File: src/mem_types_pkg.sv
package mem_types_pkg;

	// SRAM geometry seen from the CPU side
	localparam int MEM_ADDR_W = 18;
	localparam int MEM_WORD_W = 16;

	typedef logic [MEM_ADDR_W-1:0] mem_addr_t;
	typedef logic [MEM_WORD_W-1:0] mem_word_t;

	// Execute stage request, held until exe_done rises
	typedef struct packed {
		logic      req;
		logic      rd;
		logic      wr;
		mem_addr_t addr;
		mem_word_t wdata;
	} exe_req_t;

	// SRAM control pins, all active low
	typedef struct packed {
		logic ce_n;
		logic oe_n;
		logic we_n;
	} sram_ctl_t;

	localparam sram_ctl_t SRAM_CTL_IDLE = '{ce_n: 1'b0, oe_n: 1'b1, we_n: 1'b1};

endpackage

File: src/ram_timing_pkg.sv
package ram_timing_pkg;

	// Pacing counter width, one phase step is 2**RAM_DIV_BITS clocks
	localparam int RAM_DIV_BITS = 2;

	// Bus phases of one SRAM access
	typedef enum logic [3:0] {
		PH_IDLE    = 4'd0,
		// Execute read
		PH_EXE_RD1 = 4'd1,
		PH_EXE_RD2 = 4'd2,
		PH_EXE_RD3 = 4'd3,
		// Fetch read
		PH_IF_RD1  = 4'd4,
		PH_IF_RD2  = 4'd5,
		PH_IF_RD3  = 4'd6,
		// Execute write
		PH_WR1     = 4'd7,
		PH_WR2     = 4'd8,
		PH_WR3     = 4'd9,
		// Sticky, left only by reset
		PH_ERROR   = 4'd15
	} ram_phase_t;

endpackage

File: src/ram_ctrl.sv
`timescale 1ns/1ps

module ram_ctrl (
	input  logic                     clk,
	input  logic                     rst,
	input  mem_types_pkg::exe_req_t  exe,
	input  logic                     if_req,
	output logic                     load_addr,
	output logic                     addr_sel,
	output logic                     drive,
	output logic                     capture_exe,
	output logic                     capture_if,
	output mem_types_pkg::sram_ctl_t sram_ctl,
	output logic                     exe_done,
	output logic                     if_done,
	output logic                     err
);
	import mem_types_pkg::*;
	import ram_timing_pkg::*;

	logic [RAM_DIV_BITS-1:0] cnt;
	logic                    tick;

	ram_phase_t phase;
	ram_phase_t phase_next;

	sram_ctl_t ctl_next;
	logic      drive_next;

	logic exe_start;
	logic if_start;
	logic exe_end;
	logic if_end;

	//////////////////////////////////////////////////
	// Pacing
	//////////////////////////////////////////////////

	// Free running from reset
	always_ff @(posedge clk or negedge rst) begin
		if (!rst) begin
			cnt <= '0;
		end else begin
			cnt <= cnt + 1'b1;
		end
	end

	// First cycle after the counter wraps
	assign tick = (cnt == '0);

	//////////////////////////////////////////////////
	// Arbitration and phase sequence
	//////////////////////////////////////////////////

	always_comb begin
		phase_next = phase;
		case (phase)
			PH_IDLE: begin
				// Execute wins over fetch
				if (exe.req) begin
					if (exe.rd) begin
						phase_next = PH_EXE_RD1;
					end else if (exe.wr) begin
						phase_next = PH_WR1;
					end else begin
						phase_next = PH_ERROR;
					end
				end else if (if_req) begin
					phase_next = PH_IF_RD1;
				end
			end

			PH_EXE_RD1: phase_next = PH_EXE_RD2;
			PH_EXE_RD2: phase_next = PH_EXE_RD3;
			PH_EXE_RD3: phase_next = PH_IDLE;

			PH_IF_RD1:  phase_next = PH_IF_RD2;
			PH_IF_RD2:  phase_next = PH_IF_RD3;
			PH_IF_RD3:  phase_next = PH_IDLE;

			PH_WR1:     phase_next = PH_WR2;
			PH_WR2:     phase_next = PH_WR3;
			PH_WR3:     phase_next = PH_IDLE;

			PH_ERROR:   phase_next = PH_ERROR;

			default:    phase_next = PH_ERROR;
		endcase
	end

	// Access boundaries, only meaningful at a tick
	assign exe_start = (phase == PH_IDLE) &&
		(phase_next == PH_EXE_RD1 || phase_next == PH_WR1);
	assign if_start  = (phase == PH_IDLE) && (phase_next == PH_IF_RD1);
	assign exe_end   = (phase == PH_EXE_RD3) || (phase == PH_WR3);
	assign if_end    = (phase == PH_IF_RD3);

	//////////////////////////////////////////////////
	// Pin and strobe decode
	//////////////////////////////////////////////////

	// Decoded from the next phase so the pins line up with phase
	always_comb begin
		ctl_next   = SRAM_CTL_IDLE;
		drive_next = 1'b0;
		case (phase_next)
			PH_EXE_RD1, PH_EXE_RD2, PH_EXE_RD3,
			PH_IF_RD1, PH_IF_RD2, PH_IF_RD3: begin
				ctl_next.oe_n = 1'b0;
			end

			// Data is on the bus one phase before and after the pulse
			PH_WR1, PH_WR3: begin
				drive_next = 1'b1;
			end
			PH_WR2: begin
				drive_next    = 1'b1;
				ctl_next.we_n = 1'b0;
			end

			// Chip deselected while stuck
			PH_ERROR: begin
				ctl_next.ce_n = 1'b1;
			end

			default: begin
				ctl_next = SRAM_CTL_IDLE;
			end
		endcase
	end

	// Address and write data latched as the first phase is entered
	assign load_addr = tick && (exe_start || if_start);
	assign addr_sel  = exe.req;

	// Read data sampled at the end of phase 3
	assign capture_exe = tick && (phase == PH_EXE_RD3);
	assign capture_if  = tick && (phase == PH_IF_RD3);

	assign err = (phase == PH_ERROR);

	//////////////////////////////////////////////////
	// State and done levels
	//////////////////////////////////////////////////

	always_ff @(posedge clk or negedge rst) begin
		if (!rst) begin
			phase    <= PH_IDLE;
			sram_ctl <= SRAM_CTL_IDLE;
			drive    <= 1'b0;
			exe_done <= 1'b1;
			if_done  <= 1'b1;
		end else if (tick) begin
			phase    <= phase_next;
			sram_ctl <= ctl_next;
			drive    <= drive_next;

			// Done drops on entry to phase 1, rises on exit from phase 3
			if (exe_start) begin
				exe_done <= 1'b0;
			end else if (exe_end) begin
				exe_done <= 1'b1;
			end

			if (if_start) begin
				if_done <= 1'b0;
			end else if (if_end) begin
				if_done <= 1'b1;
			end
		end
	end

endmodule

File: config.mk
export PLATFORM = sky130hd
export DESIGN_NAME = ram_ctrl
export DESIGN_NICKNAME = d
export VERILOG_FILES = /design/src/mem_types_pkg.sv /design/src/ram_timing_pkg.sv /design/src/ram_ctrl.sv
export SDC_FILE = /design/constraint.sdc
export NUM_CORES = 1
export LEC_CHECK = 0
export ABC_AREA = 1
export BUFFER_PORTS_ARGS = -buffer_cell sky130_fd_sc_hd__buf_2
export CORE_MARGIN = 10
export CORE_UTILIZATION = 44
export DETAILED_ROUTE_END_ITERATION = 8
export HOLD_SLACK_MARGIN = 0.12
export PLACE_DENSITY = 0.84
export SLEW_MARGIN = 20
export SYNTH_ARGS = -nofsm -noshare
export SYNTH_HDL_FRONTEND = slang
export SYNTH_SLANG_ARGS = --single-unit
File: constraint.sdc
create_clock -name clk -period 3.89 [get_ports clk]
set_input_delay 1.167 -clock clk [delete_from_list [all_inputs] [get_ports clk]]
set_output_delay 1.167 -clock clk [all_outputs]
set_load 0.05 [all_outputs]
Yosys cells after proc, flatten, opt, wreduce, memory -nomap -nowiden:

Index checks and enable logic that the tools add are counted.

* add/subtract/negate cells: 1
* eq/ne operators: 20
* muxes and demuxes: 13
* reductions and logical operators: 17

Operators with widths (count)
* 4-bit by 3-bit equality test with 1-bit output (second input constant): 8
* 4-bit one-hot mux with 8 select lines: 1
* 4-bit equality test (second input constant): 6
* 4-bit by 2-bit equality test with 1-bit output (second input constant): 4
* 4-bit two-way mux: 4
* 4-bit by 1-bit equality test with 1-bit output (second input constant): 2
* 1-bit two-way mux: 8
* 3-bit OR reduction: 2
* 6-bit OR reduction: 1
* 1-bit logical AND: 5
* 4-bit zero test: 1
* 2-bit AND reduction: 2
* 2-bit nonzero test: 2
* 1-bit logical OR: 3
* 2-bit by 1-bit adder with 2-bit output (second input constant): 1
* 2-bit zero test: 1

* register bits: 12
* input bits: 40
* output and inout bits: 11
* logic and storage cells: 59

Longest topological paths before layout:

* depth after elaboration: 9
* gate-level depth with buffers: 12
* mapped depth without buffers: 11

Least setup slack after synthesis:

OpenSTA, ideal clock, no wires.

* path type: reg2out
* from: register cnt[0]
* to: output port capture_exe
* arrival: 2.341 ns
* data required time: 2.723 ns
* slack: 0.382 ns
* cell stages (with the launch flop): 5
* buffers on the path: 0
* cell sequence: dfrtp_1 inv_1 ha_1 clkinv_1 nor4_1

* cells in the longest elaborated chain, start to end: 2

Ends and longest elaborated chain
* start, declared: line ram_ctrl.sv:21 `logic [RAM_DIV_BITS-1:0] cnt;`
* start signal, assigned: line ram_ctrl.sv:44 `cnt <= cnt + 1'b1;`
* 2-bit zero test: line ram_ctrl.sv:49 `assign tick = (cnt == '0);`
* 1-bit logical AND: line ram_ctrl.sv:137 `assign capture_exe = tick && (phase == PH_EXE_RD3);`
* end, declared: line ram_ctrl.sv:11 `output logic capture_exe,`

Every way passes these cells.

Worst setup path in the final report:

* from: input port exe[36] (netlist name)
* to: output port load_addr

* cells in the longest elaborated chain, start to end: 7
* elaborated cells between the ends (all ways): 10
* those cells by class: 3 x eq/ne; 2 x mux; 5 x reduce/logical

Ends and longest elaborated chain
* start, declared: line ram_ctrl.sv:6 `input mem_types_pkg::exe_req_t exe,`
* 4-bit two-way mux (*): line ram_ctrl.sv:60 `if (exe.req) begin`
* 4-bit one-hot mux with 8 select lines (*): line ram_ctrl.sv:57 `case (phase)`
* 4-bit by 1-bit equality test with 1-bit output or 4-bit by 3-bit equality test with 1-bit output (tied branches): line ram_ctrl.sv:93 `(phase_next == PH_EXE_RD1 || phase_next == PH_WR1);`
* 1-bit logical OR: line ram_ctrl.sv:93
* 1-bit logical AND: line ram_ctrl.sv:92 `assign exe_start = (phase == PH_IDLE) &&`
* 1-bit logical OR (*): line ram_ctrl.sv:133 `assign load_addr = tick && (exe_start || if_start);`
* 1-bit logical AND (*): line ram_ctrl.sv:133
* end, declared: line ram_ctrl.sv:8 `output logic load_addr,`

Mark *: on every way between the ends. The rest lies on a longest branch, timed or not.

==> results.yml <==
critical_path:
  worstPathRequired_ps: 2720
  r2r_cells: 6
  r2r_slack_ps: 2130
  criticalPathCategory: "input port to output port"
  worstPathArrival_ps: 2390
  cp_slowest_stage_delay_ps: 250
  r2r_start: "cnt[0]"
  slowest_stage: "buf_2"
  crit_top_cell: "nand2_1"
  cp_max_fo: 5
  critPathLaunch: "exe[36]"
  r2r-end: "exe_done"
  worst_setup_path_start_kind: "input port"
  crit_path_end_kind: "output port"
  cp_cell_sequence: "buf_2, inv_1, o21ai_0, nand3_1, nand2_1, inv_1, nor2_1, nand2_1, nand2_1, nand2_1, nand2_1, buf_2"
global_routing:
  grt_max_degree: 13
  antenna_found_initial: 0
  grt-ovfl-total: 0
  grt_pass1_wl_um: 3010
  track_usage_pct: 10.3
  grt_pass1_vias: 750
logic_synthesis:
  syn-num-nets: 149
  synth_edf_count: 0
  synthCells: 108
  ys_seq_area_share_pct: 39.4
  synth_flop_cell: "dfrtp_1"
  synth.most_common_cell: "nand2_1"
  synth_top_area_share_pct: 25.8
  yosys.cell_types.count: 24
  yosys_warnings: 0
  syn-cell-area_sq_um: 774
  postSynthAreaPerCell_sq_um: 7.17
  yosysTopAreaCell: "dfrtp_1"
  yosys-top-cells-area: "dfrtp_1 (26%), nand2_1 (15%), dfstp_2 (14%)"
  synth-seq-cells: 12
  synthArstFlopShare_pct: 100
  synth.top_cells.by_count: "nand2_1 (30), o21ai_0 (11), inv_1 (10), nor2_1 (10)"
placed_design:
  dpl.hpwl_um: 1430
  dp.cells: 137
  io_buffers: 16
  gp_congestion: 0.915
cells_and_area:
  fill_cells: 159
  final_nets: 166
  seq_area_sq_um: 305
  multiInputGateArea_sq_um: 394
  antenna_cells: 0
  fin_cells: 141
  layout-drive-gt1-share_pct: 26.6
  areaGrowthSynthToFinish_pct: 13.1
detailed_routing:
  vias_per_cell: 5.37
  routed-via-count: 757
  drt-initial-drc-count: 34
  drtAntennaViolNets: 0
  wire_per_inst_um: 12.7
  drc_errors: 0
  wirelength_um: 1780
  drtPass1Iterations: 4
timing:
  final_max_slew_viol_count: 0
  fmax_ghz: 0.281
  fin_crit_ps: 3560
  skew_ps: 6.36
  rsz0062_at_grt: "false"
  fin_crit_sh_pct: 91.5
  tightestPinTransition_ps: 335
  hold_viol: 0
  slew-limit-headroom_pct: 77.4
  setup_violations: 0
  hold_ws_ps: 407
  fin_setup_tns_ps: 0
power_and_ir_drop:
  p_per_area_mw_per_mm2: 244
  max-vdd-ir-drop_mv: 0.203
  leakagePower_uw: 0.000468
hold_path:
  hold_end: "cnt[0]"
  hp-start: "cnt[0]"
  min_path_type: "flip-flop to flip-flop"
  hold_depth: 1
die:
  coreArea_sq_mm: 0.00169
  dieArea_sq_mm: 0.00384
  die_h_um: 62.0
  rows: 15
  ios: 51
  dieWidth_um: 62.0
  start_util_pct: 45.9
run:
  cap_viol_max_count: 0
run_status:
  status: "finished clean"
clocking:
  clk_latency_ps: 270
  post_cts_resized: 0
  cts_made_buffers: 3
  clockRootBuffer: "clkbuf_4"
  postCtsSetupRepairBufs: 0
  cts.clk_slew.worst_paths_ps: 60
  htreeDepth: 1
  cts_buffer_depth: 2
  postCtsHoldBufs: 0
  cts_tree: "yes"
  clock-sinks: 12
## report_power, final
part / internal, uW / total, uW / switching (uW)
logic: 2.98 / 10.1 / 7.13
registers: 125 / 125 / 0
clock network: 39.7 / 78.3 / 38.6
total: 168 / 213 / 45.7
## worst max path at each step
stage	cells after the start	end	slack, ps
after floorplan	4	capture_exe	380
after global placement	12	load_addr	390
after detailed placement	12	load_addr	370
after CTS	12	load_addr	360
after global routing	12	load_addr	150
final	12	load_addr	330
## critical path, delay by kind of cell
kind | cells | cell delay, ps
buffers and inverters | 4 | 510
and+or+nand+nor | 7 | 560
AOI/OAI and AO/OA | 1 | 140
## cells by family after synthesis
| group | after synthesis | share of synthesized area [%] |
|---|---|---|
| buffers and inverters | 17 | 9.69 |
| flip-flops | 12 | 39.4 |
| adder cells (fa/ha/maj) | 1 | 1.62 |
| AND/OR/NAND/NOR | 60 | 35.4 |
| multiplexers | 2 | 2.58 |
| AO/OA/AOI/OAI | 16 | 11.3 |
## final cells by class
type,instances,area share [%]
Sequential cell,12,34.9
Multi-Input combinational cell,79,45.0
Clock buffer,4,3.00
Timing Repair Buffer,16,9.14
Tap cell,17,2.43
Inverter,13,5.57
## state kept, by name, summed over array words and instances, names as in the netlist
| signal | flops |
|---|---|
| cnt | 2 |
| exe_done | 1 |
| phase | 4 |
| if_done | 1 |
| drive | 1 |
| sram_ctl | 3 |
## placed cells by master (no fill, tap or decap), drive strengths merged
cell type,Yosys,final
nor2,14,14
clkbuf,1,4
buf,3,16
dfrtp,8,8
a21oi,2,2
nand3,9,9
dfstp,4,4
o21ai,12,12
mux2i,2,2
nand2,32,32
a31oi,1,1
ha,1,1
nor4,1,1
inv,12,12
clkinv,1,1
o21a,1,1
nor3,4,4
## per-stage QoR
step	cell area [sq um]	util, %	setup slack [ps]	power [uW]
after floorplan	774	-	382	132
after global placement	850	50.3	390	137
after detailed placement	850	50.3	368	137
after CTS	876	51.9	355	216
after global routing	876	51.9	149	227
final	876	51.9	331	213
## routing by layer
metal	wire length, um	vias to the layer above	share of wire, %	global-route usage [%]
li1	-	379	-	-
met1	745	329	42	10.8
met2	817	41	46	16.5
met3	177	8	9.9	4.88
met4	43	0	2.4	6.37
met5	0	-	0	0
Power figures use the tool's default switching activity.
